**config.mk**
```make
export PLATFORM = sky130hd
export DESIGN_NAME = tlb_req_top
export DESIGN_NICKNAME = d
export VERILOG_FILES = /design/src/hw/tlb_pkg.sv /design/src/hw/tlb_req_queue.sv /design/src/hw/tlb_parser.sv /design/src/hw/tlb_lookup.sv /design/src/hw/tlb_req_top.sv
export SDC_FILE = /design/constraint.sdc
export NUM_CORES = 1
export LEC_CHECK = 0
export CAP_MARGIN = 10
export CELL_PAD_IN_SITES_DETAIL_PLACEMENT = 0
export CELL_PAD_IN_SITES_GLOBAL_PLACEMENT = 1
export CORE_MARGIN = 1
export CORE_UTILIZATION = 51
export CTS_BUF_LIST = sky130_fd_sc_hd__clkbuf_16
export CTS_CLUSTER_DIAMETER = 150
export DETAILED_ROUTE_END_ITERATION = 10
export DONT_BUFFER_PORTS = 1
export GPL_TIMING_DRIVEN = 0
export PLACE_DENSITY_LB_ADDON = 0.1
export SLEW_MARGIN = 40
export SYNTH_ARGS = -nofsm -noshare
export SYNTH_HDL_FRONTEND = slang
export SYNTH_SLANG_ARGS = --single-unit
```
**constraint.sdc**
```tcl
create_clock -name aclk -period 7.04 [get_ports aclk]
set_clock_uncertainty 0.15 [all_clocks]
set_input_delay 1.056 -clock aclk [delete_from_list [all_inputs] [get_ports aclk]]
set_output_delay 1.056 -clock aclk [all_outputs]
set_load 0.01 [all_outputs]
```
**src/hw/tlb_pkg.sv**
```systemverilog
`default_nettype none

package tlb_pkg;

  ////////////////////////////////////////
  // Request fields
  ////////////////////////////////////////

  // Address widths
  localparam int VADDR_BITS = 32;
  localparam int PADDR_BITS = 32;

  // Byte length of one host request
  localparam int LEN_BITS = 16;

  // Sideband
  localparam int PID_BITS  = 6;
  localparam int DEST_BITS = 4;

  // Chunk size, sized like a length so it adds and compares cleanly
  localparam logic [LEN_BITS-1:0] PMTU_BYTES = 256;

  ////////////////////////////////////////
  // Paging and TLB geometry
  ////////////////////////////////////////

  // 4 KiB pages
  localparam int PAGE_BITS = 12;
  localparam int VPN_BITS  = VADDR_BITS - PAGE_BITS;
  localparam int PPN_BITS  = PADDR_BITS - PAGE_BITS;

  // Direct mapped, indexed by low vpn bits
  localparam int TLB_IDX_BITS  = 4;
  localparam int N_TLB_ENTRIES = 1 << TLB_IDX_BITS;
  // Rest of the vpn is kept as tag
  localparam int TLB_TAG_BITS  = VPN_BITS - TLB_IDX_BITS;

  // Input request queue
  localparam int REQ_FIFO_DEPTH = 4;

  // Parser FSM
  typedef enum logic [1:0] {
    ST_IDLE,
    ST_PARSE,
    ST_SEND
  } parse_state_e;

endpackage

`default_nettype wire

```
**src/hw/tlb_req_queue.sv**
```systemverilog
`timescale 1ns/1ns
`default_nettype none

module tlb_req_queue (
  input  wire                            aclk,
  input  wire                            aresetn,
  // Write side
  input  wire                            in_valid,
  output logic                           in_ready,
  input  wire [tlb_pkg::LEN_BITS-1:0]    in_len,
  input  wire [tlb_pkg::VADDR_BITS-1:0]  in_vaddr,
  input  wire                            in_ctl,
  input  wire [tlb_pkg::PID_BITS-1:0]    in_pid,
  input  wire [tlb_pkg::DEST_BITS-1:0]   in_dest,
  // Read side, head shown without a read strobe
  output logic                           out_valid,
  input  wire                            out_ready,
  output logic [tlb_pkg::LEN_BITS-1:0]   out_len,
  output logic [tlb_pkg::VADDR_BITS-1:0] out_vaddr,
  output logic                           out_ctl,
  output logic [tlb_pkg::PID_BITS-1:0]   out_pid,
  output logic [tlb_pkg::DEST_BITS-1:0]  out_dest
);

  // Storage, one array per field
  logic [tlb_pkg::LEN_BITS-1:0]   len_mem   [tlb_pkg::REQ_FIFO_DEPTH];
  logic [tlb_pkg::VADDR_BITS-1:0] vaddr_mem [tlb_pkg::REQ_FIFO_DEPTH];
  logic                           ctl_mem   [tlb_pkg::REQ_FIFO_DEPTH];
  logic [tlb_pkg::PID_BITS-1:0]   pid_mem   [tlb_pkg::REQ_FIFO_DEPTH];
  logic [tlb_pkg::DEST_BITS-1:0]  dest_mem  [tlb_pkg::REQ_FIFO_DEPTH];

  // Pointers and fill level
  logic [$clog2(tlb_pkg::REQ_FIFO_DEPTH)-1:0]   wr_ptr;
  logic [$clog2(tlb_pkg::REQ_FIFO_DEPTH)-1:0]   rd_ptr;
  logic [$clog2(tlb_pkg::REQ_FIFO_DEPTH+1)-1:0] count;

  logic push;
  logic pop;

  // Full stalls the host, empty hides the head
  assign in_ready  = (count != tlb_pkg::REQ_FIFO_DEPTH);
  assign out_valid = (count != '0);
  assign push      = in_valid && in_ready;
  assign pop       = out_valid && out_ready;

  // Pointer wrap and level
  always_ff @(posedge aclk) begin
    if (!aresetn) begin
      wr_ptr <= '0;
      rd_ptr <= '0;
      count  <= '0;
    end else begin
      if (push) begin
        wr_ptr <= (wr_ptr == tlb_pkg::REQ_FIFO_DEPTH - 1) ? '0 : wr_ptr + 1'b1;
      end
      if (pop) begin
        rd_ptr <= (rd_ptr == tlb_pkg::REQ_FIFO_DEPTH - 1) ? '0 : rd_ptr + 1'b1;
      end
      // Simultaneous push and pop keeps the level
      case ({push, pop})
        2'b10:   count <= count + 1'b1;
        2'b01:   count <= count - 1'b1;
        default: count <= count;
      endcase
    end
  end

  // Entry write
  always_ff @(posedge aclk) begin
    if (push) begin
      len_mem[wr_ptr]   <= in_len;
      vaddr_mem[wr_ptr] <= in_vaddr;
      ctl_mem[wr_ptr]   <= in_ctl;
      pid_mem[wr_ptr]   <= in_pid;
      dest_mem[wr_ptr]  <= in_dest;
    end
  end

  // Fall-through head
  assign out_len   = len_mem[rd_ptr];
  assign out_vaddr = vaddr_mem[rd_ptr];
  assign out_ctl   = ctl_mem[rd_ptr];
  assign out_pid   = pid_mem[rd_ptr];
  assign out_dest  = dest_mem[rd_ptr];

  // Level bounded by depth across any push/pop history
  a_count_bound: assert property (@(posedge aclk) disable iff (!aresetn)
    count <= tlb_pkg::REQ_FIFO_DEPTH)
    else $error("request queue level above depth");

endmodule

`default_nettype wire

```
**src/hw/tlb_parser.sv**
```systemverilog
`timescale 1ns/1ns
`default_nettype none

module tlb_parser (
  input  wire                            aclk,
  input  wire                            aresetn,
  // Whole request
  input  wire                            s_valid,
  output logic                           s_ready,
  input  wire [tlb_pkg::LEN_BITS-1:0]    s_len,
  input  wire [tlb_pkg::VADDR_BITS-1:0]  s_vaddr,
  input  wire                            s_ctl,
  input  wire [tlb_pkg::PID_BITS-1:0]    s_pid,
  input  wire [tlb_pkg::DEST_BITS-1:0]   s_dest,
  // One chunk at a time
  output logic                           m_valid,
  input  wire                            m_ready,
  output logic [tlb_pkg::LEN_BITS-1:0]   m_len,
  output logic [tlb_pkg::VADDR_BITS-1:0] m_vaddr,
  output logic                           m_ctl,
  output logic [tlb_pkg::PID_BITS-1:0]   m_pid,
  output logic [tlb_pkg::DEST_BITS-1:0]  m_dest
);

  tlb_pkg::parse_state_e state_q;
  tlb_pkg::parse_state_e state_d;

  // Remaining part of the request
  logic [tlb_pkg::LEN_BITS-1:0]   len_q;
  logic [tlb_pkg::LEN_BITS-1:0]   len_d;
  logic [tlb_pkg::VADDR_BITS-1:0] vaddr_q;
  logic [tlb_pkg::VADDR_BITS-1:0] vaddr_d;
  logic                           ctl_q;
  logic                           ctl_d;
  logic [tlb_pkg::PID_BITS-1:0]   pid_q;
  logic [tlb_pkg::PID_BITS-1:0]   pid_d;
  logic [tlb_pkg::DEST_BITS-1:0]  dest_q;
  logic [tlb_pkg::DEST_BITS-1:0]  dest_d;

  // Chunk being presented
  logic [tlb_pkg::LEN_BITS-1:0]   plen_q;
  logic [tlb_pkg::LEN_BITS-1:0]   plen_d;
  logic [tlb_pkg::VADDR_BITS-1:0] pvaddr_q;
  logic [tlb_pkg::VADDR_BITS-1:0] pvaddr_d;
  logic                           pctl_q;
  logic                           pctl_d;

  ////////////////////////////////////////
  // Registers
  ////////////////////////////////////////

  always_ff @(posedge aclk) begin
    if (!aresetn) begin
      state_q <= tlb_pkg::ST_IDLE;
    end else begin
      state_q <= state_d;
    end
  end

  // Payload, meaningful only once latched
  always_ff @(posedge aclk) begin
    len_q    <= len_d;
    vaddr_q  <= vaddr_d;
    ctl_q    <= ctl_d;
    pid_q    <= pid_d;
    dest_q   <= dest_d;
    plen_q   <= plen_d;
    pvaddr_q <= pvaddr_d;
    pctl_q   <= pctl_d;
  end

  ////////////////////////////////////////
  // Next state
  ////////////////////////////////////////

  always_comb begin
    state_d = state_q;
    case (state_q)
      tlb_pkg::ST_IDLE:  if (s_valid) state_d = tlb_pkg::ST_PARSE;
      tlb_pkg::ST_PARSE: state_d = tlb_pkg::ST_SEND;
      // More bytes left means another cut
      tlb_pkg::ST_SEND:  if (m_ready) state_d = (len_q != '0) ? tlb_pkg::ST_PARSE
                                                              : tlb_pkg::ST_IDLE;
      default:           state_d = tlb_pkg::ST_IDLE;
    endcase
  end

  ////////////////////////////////////////
  // Datapath
  ////////////////////////////////////////

  always_comb begin
    len_d    = len_q;
    vaddr_d  = vaddr_q;
    ctl_d    = ctl_q;
    pid_d    = pid_q;
    dest_d   = dest_q;
    plen_d   = plen_q;
    pvaddr_d = pvaddr_q;
    pctl_d   = pctl_q;
    case (state_q)
      // Latch whole request
      tlb_pkg::ST_IDLE: begin
        if (s_valid) begin
          len_d   = s_len;
          vaddr_d = s_vaddr;
          ctl_d   = s_ctl;
          pid_d   = s_pid;
          dest_d  = s_dest;
        end
      end
      // Cut one chunk off the front
      tlb_pkg::ST_PARSE: begin
        pvaddr_d = vaddr_q;
        if (len_q > tlb_pkg::PMTU_BYTES) begin
          vaddr_d = vaddr_q + tlb_pkg::PMTU_BYTES;
          len_d   = len_q - tlb_pkg::PMTU_BYTES;
          plen_d  = tlb_pkg::PMTU_BYTES;
          // Not last, ctl held back
          pctl_d  = 1'b0;
        end else begin
          len_d  = '0;
          plen_d = len_q;
          pctl_d = ctl_q;
        end
      end
      default: begin
      end
    endcase
  end

  // Handshakes straight from state
  assign s_ready = (state_q == tlb_pkg::ST_IDLE);
  assign m_valid = (state_q == tlb_pkg::ST_SEND);

  assign m_len   = plen_q;
  assign m_vaddr = pvaddr_q;
  assign m_ctl   = pctl_q;
  assign m_pid   = pid_q;
  assign m_dest  = dest_q;

  // Stalled chunk must not change under the consumer
  a_chunk_stable: assert property (@(posedge aclk) disable iff (!aresetn)
    m_valid && !m_ready |=> m_valid && $stable({m_len, m_vaddr, m_ctl, m_pid, m_dest}))
    else $error("parser chunk changed while stalled");

  a_chunk_max: assert property (@(posedge aclk) disable iff (!aresetn)
    m_valid |-> m_len <= tlb_pkg::PMTU_BYTES)
    else $error("parser chunk longer than PMTU");

endmodule

`default_nettype wire

```
**src/hw/tlb_lookup.sv**
```systemverilog
`timescale 1ns/1ns
`default_nettype none

module tlb_lookup (
  input  wire                            aclk,
  input  wire                            aresetn,
  // Maintenance pulses
  input  wire                            tlb_wr,
  input  wire [tlb_pkg::VPN_BITS-1:0]    tlb_wr_vpn,
  input  wire [tlb_pkg::PID_BITS-1:0]    tlb_wr_pid,
  input  wire [tlb_pkg::PPN_BITS-1:0]    tlb_wr_ppn,
  input  wire                            tlb_flush,
  // Chunk in
  input  wire                            s_valid,
  output logic                           s_ready,
  input  wire [tlb_pkg::LEN_BITS-1:0]    s_len,
  input  wire [tlb_pkg::VADDR_BITS-1:0]  s_vaddr,
  input  wire                            s_ctl,
  input  wire [tlb_pkg::PID_BITS-1:0]    s_pid,
  input  wire [tlb_pkg::DEST_BITS-1:0]   s_dest,
  // Translated chunk out
  output logic                           m_valid,
  input  wire                            m_ready,
  output logic [tlb_pkg::LEN_BITS-1:0]   m_len,
  output logic [tlb_pkg::VADDR_BITS-1:0] m_vaddr,
  output logic                           m_ctl,
  output logic [tlb_pkg::PID_BITS-1:0]   m_pid,
  output logic [tlb_pkg::DEST_BITS-1:0]  m_dest,
  output logic [tlb_pkg::PADDR_BITS-1:0] m_paddr,
  output logic                           m_hit
);

  // Entry arrays
  logic [tlb_pkg::N_TLB_ENTRIES-1:0] ent_valid;
  logic [tlb_pkg::TLB_TAG_BITS-1:0]  ent_tag [tlb_pkg::N_TLB_ENTRIES];
  logic [tlb_pkg::PID_BITS-1:0]      ent_pid [tlb_pkg::N_TLB_ENTRIES];
  logic [tlb_pkg::PPN_BITS-1:0]      ent_ppn [tlb_pkg::N_TLB_ENTRIES];

  // Write port split
  logic [tlb_pkg::TLB_IDX_BITS-1:0] wr_idx;
  logic [tlb_pkg::TLB_TAG_BITS-1:0] wr_tag;

  // Lookup side
  logic [tlb_pkg::VPN_BITS-1:0]     lk_vpn;
  logic [tlb_pkg::TLB_IDX_BITS-1:0] lk_idx;
  logic [tlb_pkg::TLB_TAG_BITS-1:0] lk_tag;
  logic                             lk_hit;
  logic [tlb_pkg::PADDR_BITS-1:0]   lk_paddr;

  ////////////////////////////////////////
  // Maintenance
  ////////////////////////////////////////

  assign wr_idx = tlb_wr_vpn[tlb_pkg::TLB_IDX_BITS-1:0];
  assign wr_tag = tlb_wr_vpn[tlb_pkg::VPN_BITS-1:tlb_pkg::TLB_IDX_BITS];

  // Flush then write, so a same-cycle write survives
  always_ff @(posedge aclk) begin
    if (!aresetn) begin
      ent_valid <= '0;
    end else begin
      if (tlb_flush) begin
        ent_valid <= '0;
      end
      if (tlb_wr) begin
        ent_valid[wr_idx] <= 1'b1;
      end
    end
  end

  always_ff @(posedge aclk) begin
    if (tlb_wr) begin
      ent_tag[wr_idx] <= wr_tag;
      ent_pid[wr_idx] <= tlb_wr_pid;
      ent_ppn[wr_idx] <= tlb_wr_ppn;
    end
  end

  ////////////////////////////////////////
  // Translation
  ////////////////////////////////////////

  // Page of the first byte only
  assign lk_vpn = s_vaddr[tlb_pkg::VADDR_BITS-1:tlb_pkg::PAGE_BITS];
  assign lk_idx = lk_vpn[tlb_pkg::TLB_IDX_BITS-1:0];
  assign lk_tag = lk_vpn[tlb_pkg::VPN_BITS-1:tlb_pkg::TLB_IDX_BITS];

  assign lk_hit = ent_valid[lk_idx] && (ent_tag[lk_idx] == lk_tag)
                  && (ent_pid[lk_idx] == s_pid);
  // Miss reports zero
  assign lk_paddr = lk_hit ? {ent_ppn[lk_idx], s_vaddr[tlb_pkg::PAGE_BITS-1:0]} : '0;

  // Single slot, refilled as it drains
  assign s_ready = !m_valid || m_ready;

  always_ff @(posedge aclk) begin
    if (!aresetn) begin
      m_valid <= 1'b0;
    end else if (s_ready) begin
      m_valid <= s_valid;
    end
  end

  always_ff @(posedge aclk) begin
    if (s_valid && s_ready) begin
      m_len   <= s_len;
      m_vaddr <= s_vaddr;
      m_ctl   <= s_ctl;
      m_pid   <= s_pid;
      m_dest  <= s_dest;
      m_paddr <= lk_paddr;
      m_hit   <= lk_hit;
    end
  end

  // Output held until taken
  a_out_hold: assert property (@(posedge aclk) disable iff (!aresetn)
    m_valid && !m_ready |=> m_valid)
    else $error("lookup output dropped before ready");

endmodule

`default_nettype wire

```
**src/hw/tlb_req_top.sv**
```systemverilog
`timescale 1ns/1ns
`default_nettype none

module tlb_req_top (
  input  wire                            aclk,
  input  wire                            aresetn,
  // Host requests
  input  wire                            s_req_valid,
  output logic                           s_req_ready,
  input  wire [tlb_pkg::LEN_BITS-1:0]    s_req_len,
  input  wire [tlb_pkg::VADDR_BITS-1:0]  s_req_vaddr,
  input  wire                            s_req_ctl,
  input  wire [tlb_pkg::PID_BITS-1:0]    s_req_pid,
  input  wire [tlb_pkg::DEST_BITS-1:0]   s_req_dest,
  // Translated chunks
  output logic                           m_req_valid,
  input  wire                            m_req_ready,
  output logic [tlb_pkg::LEN_BITS-1:0]   m_req_len,
  output logic [tlb_pkg::VADDR_BITS-1:0] m_req_vaddr,
  output logic                           m_req_ctl,
  output logic [tlb_pkg::PID_BITS-1:0]   m_req_pid,
  output logic [tlb_pkg::DEST_BITS-1:0]  m_req_dest,
  output logic [tlb_pkg::PADDR_BITS-1:0] m_req_paddr,
  output logic                           m_req_hit,
  // TLB maintenance
  input  wire                            tlb_wr,
  input  wire [tlb_pkg::VPN_BITS-1:0]    tlb_wr_vpn,
  input  wire [tlb_pkg::PID_BITS-1:0]    tlb_wr_pid,
  input  wire [tlb_pkg::PPN_BITS-1:0]    tlb_wr_ppn,
  input  wire                            tlb_flush
);

  // Queue to parser
  logic                           q_valid;
  logic                           q_ready;
  logic [tlb_pkg::LEN_BITS-1:0]   q_len;
  logic [tlb_pkg::VADDR_BITS-1:0] q_vaddr;
  logic                           q_ctl;
  logic [tlb_pkg::PID_BITS-1:0]   q_pid;
  logic [tlb_pkg::DEST_BITS-1:0]  q_dest;

  // Parser to lookup
  logic                           c_valid;
  logic                           c_ready;
  logic [tlb_pkg::LEN_BITS-1:0]   c_len;
  logic [tlb_pkg::VADDR_BITS-1:0] c_vaddr;
  logic                           c_ctl;
  logic [tlb_pkg::PID_BITS-1:0]   c_pid;
  logic [tlb_pkg::DEST_BITS-1:0]  c_dest;

  tlb_req_queue u_queue (
    .aclk      (aclk),
    .aresetn   (aresetn),
    .in_valid  (s_req_valid),
    .in_ready  (s_req_ready),
    .in_len    (s_req_len),
    .in_vaddr  (s_req_vaddr),
    .in_ctl    (s_req_ctl),
    .in_pid    (s_req_pid),
    .in_dest   (s_req_dest),
    .out_valid (q_valid),
    .out_ready (q_ready),
    .out_len   (q_len),
    .out_vaddr (q_vaddr),
    .out_ctl   (q_ctl),
    .out_pid   (q_pid),
    .out_dest  (q_dest)
  );

  tlb_parser u_parser (
    .aclk    (aclk),
    .aresetn (aresetn),
    .s_valid (q_valid),
    .s_ready (q_ready),
    .s_len   (q_len),
    .s_vaddr (q_vaddr),
    .s_ctl   (q_ctl),
    .s_pid   (q_pid),
    .s_dest  (q_dest),
    .m_valid (c_valid),
    .m_ready (c_ready),
    .m_len   (c_len),
    .m_vaddr (c_vaddr),
    .m_ctl   (c_ctl),
    .m_pid   (c_pid),
    .m_dest  (c_dest)
  );

  tlb_lookup u_lookup (
    .aclk       (aclk),
    .aresetn    (aresetn),
    .tlb_wr     (tlb_wr),
    .tlb_wr_vpn (tlb_wr_vpn),
    .tlb_wr_pid (tlb_wr_pid),
    .tlb_wr_ppn (tlb_wr_ppn),
    .tlb_flush  (tlb_flush),
    .s_valid    (c_valid),
    .s_ready    (c_ready),
    .s_len      (c_len),
    .s_vaddr    (c_vaddr),
    .s_ctl      (c_ctl),
    .s_pid      (c_pid),
    .s_dest     (c_dest),
    .m_valid    (m_req_valid),
    .m_ready    (m_req_ready),
    .m_len      (m_req_len),
    .m_vaddr    (m_req_vaddr),
    .m_ctl      (m_req_ctl),
    .m_pid      (m_req_pid),
    .m_dest     (m_req_dest),
    .m_paddr    (m_req_paddr),
    .m_hit      (m_req_hit)
  );

endmodule

`default_nettype wire

```
# == After elaboration in Yosys (flattened, before gate mapping) ==
# Memory sizes are Yosys's and may differ from the RTL's. A register that Yosys moved wholly into a read port is not among the register bits.
# Index checks and enable logic that the tools add are counted.
# word_totals
ramBits,908
wordCells,97
register_bits,215
input_bits,111
n_memories,8
# mem_list
name,depth,word_bits,read_ports,rd_clocked_by_memory_dff,write_ports,line,text
u_lookup.ent_ppn,16,20,1,1,1,tlb_lookup.sv:37,logic [tlb_pkg::PPN_BITS-1:0] ent_ppn [tlb_pkg::N_TLB_ENTRIES];
u_lookup.ent_tag,16,16,1,1,1,tlb_lookup.sv:35,logic [tlb_pkg::TLB_TAG_BITS-1:0] ent_tag [tlb_pkg::N_TLB_ENTRIES];
u_queue.vaddr_mem,4,32,1,1,1,tlb_req_queue.sv:27,logic [tlb_pkg::VADDR_BITS-1:0] vaddr_mem [tlb_pkg::REQ_FIFO_DEPTH];
u_lookup.ent_pid,16,6,1,1,1,tlb_lookup.sv:36,logic [tlb_pkg::PID_BITS-1:0] ent_pid [tlb_pkg::N_TLB_ENTRIES];
u_queue.len_mem,4,16,1,1,1,tlb_req_queue.sv:26,logic [tlb_pkg::LEN_BITS-1:0] len_mem [tlb_pkg::REQ_FIFO_DEPTH];
u_queue.pid_mem,4,6,1,1,1,tlb_req_queue.sv:29,logic [tlb_pkg::PID_BITS-1:0] pid_mem [tlb_pkg::REQ_FIFO_DEPTH];
2 more memories,--,--,--,--,--,--,
# classes
n_lt_le_gt_ge,4
bitwise_logic,1
add_sub_neg,6
muxes,30
reduce_logical,18
n_eq_ne,12
# ops
operator,n
$mux W16,5
$mux W32,2
$pmux W32 S2,1
$add A32 B9 Y32 const B,1
$pmux W16 S2,1
$eq A16 B16 Y1,1
$gt A16 B9 Y1 const B,1
$mux W2,8
$or A16 B16 Y16,1
$reduce_bool A16 Y1,1
$sub A16 B9 Y16 const B,1
$lt A4 B5 Y1 const B,2
$eq A2 B2 Y1 const B,4
$mux W4,2
$mux W1,7
$eq A6 B6 Y1,1
$logic_and A1 B1 Y1,6
$pmux W2 S3,1
$pmux W3 S2,1
$reduce_and A2 Y1,3
$add A2 B1 Y2 const B,2
$bmux W1 S4,1
$demux W1 S4,1
$eq A2 B1 Y1 const B,2
12 further kinds,15

# == Depth between registers and ports, before layout ==
# logic_depth
depth_word,6
depth_mapped,12
ltp_nobuf,9

# == Modules after synthesis ==
# A second synthesis with hierarchy kept.
# unflattened
cells_unflattened,1972
hier_area_um2,43460.4
# modules_own_cells
mod,seq_area_each_um2,cells_per_inst,instances,area_each_um2
tlb_lookup,23282.3,1286,1,29876.2
tlb_req_queue,7267.0,365,1,9004.9
tlb_parser,3283.1,321,1,4579.4

# == Worst setup path before layout ==
# Ideal clock, no wire load.
# synth_timing
path_type,input -> register
start,in m_req_ready
end,reg u_lookup.m_ctl (enable)
arrival_time_ps,5269
cell_stages,2
slack_ps,1066
path_cell_list,nand2b_1 > nor2b_1
# synth_between
elab_chain_len,2
# synth_lines
item,line,text
start: declaration,tlb_req_top.sv:17,"input wire m_req_ready,"
$logic_or A1 B1 Y1,tlb_lookup.sv:94,assign s_ready = !m_valid || m_ready;
$logic_and A1 B1 Y1,tlb_lookup.sv:105,if (s_valid && s_ready) begin
end signal: assignment,tlb_lookup.sv:108,m_ctl <= s_ctl;
end: declaration,tlb_lookup.sv:26,"output logic m_ctl,"
# No other way between the ends.
# A chain may end at the register's enable or synchronous reset.

==> flow_summary.toml <==
[floorplanning]
core.rowCount = 106
die_area_um2 = 86500
die_w_um = 294
die_y_um = 294
core_area_um2 = 84100
initial_core_util_pct = 51.8
io_pins = 205

[timing]
setup_tns_ns = 0
min_period_ns = 4.34
slew_violations = 0
whs_ns = 0.269
maxSlewHeadroom_pct = 43.1
setup-violations-final = 0
fmaxAchievable_ghz = 0.230
rsz0062_at_grt = "false"
min_period_over_period_pct = 61.6
hold_violations = 0
tightest_slew_ns = 0.853

[power]
ir_worst_vdd_mv = 0.311
leakage_nw = 16.3
fin_total_pwr_w = 0.0190
powerDensity_nw_per_um2 = 377

[routing]
drt-initial-drc-count = 1871
dr_wl_met3_mm = 7.44
vias = 20200
route.detailed.drc = 0
route.top_layer_used = "met4"
drt-wirelength-per-cell_um = 28.7
drtAntennaViolNets = 0
dr.pass1.iters = 5
m1WireLength_mm = 38.5
via_per_inst = 5.83
wl_met2_mm = 51.7
wirelength_mm = 99.5

[placement]
place.gp.congestion = 0.774
hpwl_mm = 67.6
portBuffers = 0

[setup_path]
cp.arrival_ns = 4.59
cp_max_fo = 10
cp_cell_sequence = "buf_4 -> buf_2 -> buf_2 -> mux2i_1 -> mux2i_1 -> xor2_1 -> nor4_2 -> nand4_2 -> nor4b_1"
critPathKind = "reg2reg"
cp-start-kind = "flop"
max_stage_delay_ns = 0.67
crit_required_ns = 7.29
cp_slowest_cell = "nor4b_1"
end_kind = "flop"

[logic_synthesis]
syn-instance-count = 2013
yosysTopAreaCellShare_pct = 76.4
ys_dominant_reg_cell = "edfxtp_1"
synthTopCellsByArea = "edfxtp_1, mux4_2, mux2i_1, dfxtp_1, xor2_1"
ys_ff_latch = 1140
synth_top_area_cell = "edfxtp_1"
seq_area_frac_synth_pct = 77.9
synth_edf_count = 1108
synth_cell_types = 62
synth_commonest_cells = "edfxtp_1, mux4_2, nand2_1"
async_flop_share_pct = 0
synth_most_common_cell = "edfxtp_1"
netlist_area_um2 = 43500
avgSynthCellArea_um2 = 21.6
yosys_warnings = 0

[clock_network]
postCtsSetupRepairBufs = 0
htreeDepth = 3
cts_buffers = 115
cts.path.max_buffers = 3
cts_tree = "done"
numClockSinks = 1140
cts_resized = 0
clk-insertion-delay-late_ns = 0.68
clkTransAtPathRegs_ns = 0.06
cts-root-buf = "clkbuf_16"
cts_hold_buf = 0

[global_route]
grt_max_degree = 58
grt_pass1_vias = 20900
grt_pass1_wl_mm = 143
grt-ovfl-total = 0
antenna_found_initial = 1
track_usage_pct = 23.4

[finish]
multi_input_area_um2 = 9210
fin_nets = 2357
fill_cells = 6022
seq_area_um2 = 33900
syn_to_final_growth_pct = 15.9
drive_above_1_share_pct = 27.0
diodes = 0

[outcome]
status = "completed"

[flow_run]
maxCapViolations = 0

[worst_hold_path]
hold_class = "reg2reg"
-- cell families (layout without fill, tap and decap cells) --
logic type,after synthesis,count (layout),share of synthesized area (%)
AND/OR/NAND/NOR,280,280,3.99
flip-flops,1140,1140,77.9
multiplexers,302,302,13.7
buffers and inverters,122,433,1.38
adder cells (fa/ha/maj),11,11,0.333
XOR/XNOR,57,57,1.15
AO/OA/AOI/OAI,100,100,1.57
other,1,6,0.00861
-- worst max-delay path, delay by kind of cell, from the launching register on --
kind | cells | cell delay (ns)
mux | 2 | 0.68
xor+xnor | 1 | 0.17
simple gates | 3 | 1.60
buf+inv | 3 | 1.12
flops | 1 | 0.32
-- power breakdown --
group          leakage (nW)  switching (W)  internal, W  total [W]
logic                  4.06        0.00244      0.00187    0.00431
registers              10.4       0.000460      0.00833    0.00879
clock network          1.90        0.00251      0.00342    0.00593
-- cell usage in the layout (no fill, tap or decap), types with 35 or more instances in the layout --
master and count:
buf_2 52, buf_16 35, mux4_2 234, mux2i_1 66
edfxtp_1 1108, nand2_1 74, clkbuf_16 116, inv_1 52
-- cell type report --
type	instances	share of cell area (%)
flip-flops and latches	1140	67.2
multi-input cells	756	18.3
clock buffers	116	5.76
repair buffers	100	3.18
well taps	1134	2.81
clock inverters	95	1.52
plain buffers	92	1.00
inverters	30	0.233
-- worst paths after layout --
check / startpoint / endpoint / slack, ns / cells after the start
max: flop / u_lookup.m_paddr[14]$_SDFFCE_PN0P_ / 2.70 / 9
min: u_parser.m_len[11]$_SDFFCE_PP0P_ / u_lookup.m_len[11]$_DFFE_PP_ / 0.27 / 0
max reg2reg: flop / u_lookup.m_paddr[14]$_SDFFCE_PN0P_ / 2.70 / 9
min reg2reg: u_parser.m_len[11]$_SDFFCE_PP0P_ / u_lookup.m_len[11]$_DFFE_PP_ / 0.27 / 0
-- metal layers --
metal	global-route usage (%)	up-vias
met3	5.98	120
li1	-	8744
met1	30.1	10600
met4	5.35	0
met5	0	-
met2	40.1	689
-- registers in the layout, indices dropped and copies added, names as in the netlist, 6 cells and up, named ones only --
| register | flops |
|---|---|
| u_lookup.ent_ppn | 320 |
| u_lookup.ent_tag | 256 |
| u_queue.vaddr_mem | 128 |
| u_lookup.ent_pid | 96 |
| u_queue.len_mem | 64 |
| u_lookup.m_paddr | 32 |
| u_lookup.m_vaddr | 32 |
| u_parser.m_vaddr | 32 |
| u_parser.vaddr_q | 32 |
| u_queue.pid_mem | 24 |
| u_lookup.ent_valid | 16 |
| u_lookup.m_len | 16 |
| u_parser.len_q | 16 |
| u_parser.m_len | 16 |
| u_queue.dest_mem | 16 |
| u_lookup.m_pid | 6 |
| u_parser.m_pid | 6 |
-- through the flow --
step	utilization [%]	worst slack (ns)	cell area, um2	instances
4_1_cts	60.0	2.57	50400	3463
2_1_floorplan	-	1.07	43600	2018
5_1_grt	60.0	2.38	50400	3463
6_report	60.0	2.70	50400	3463
3_5_place_dp	55.6	2.62	46800	3252
3_3_place_gp	53.5	-2.46	45000	3152
(Power assumes the default switching activity.)
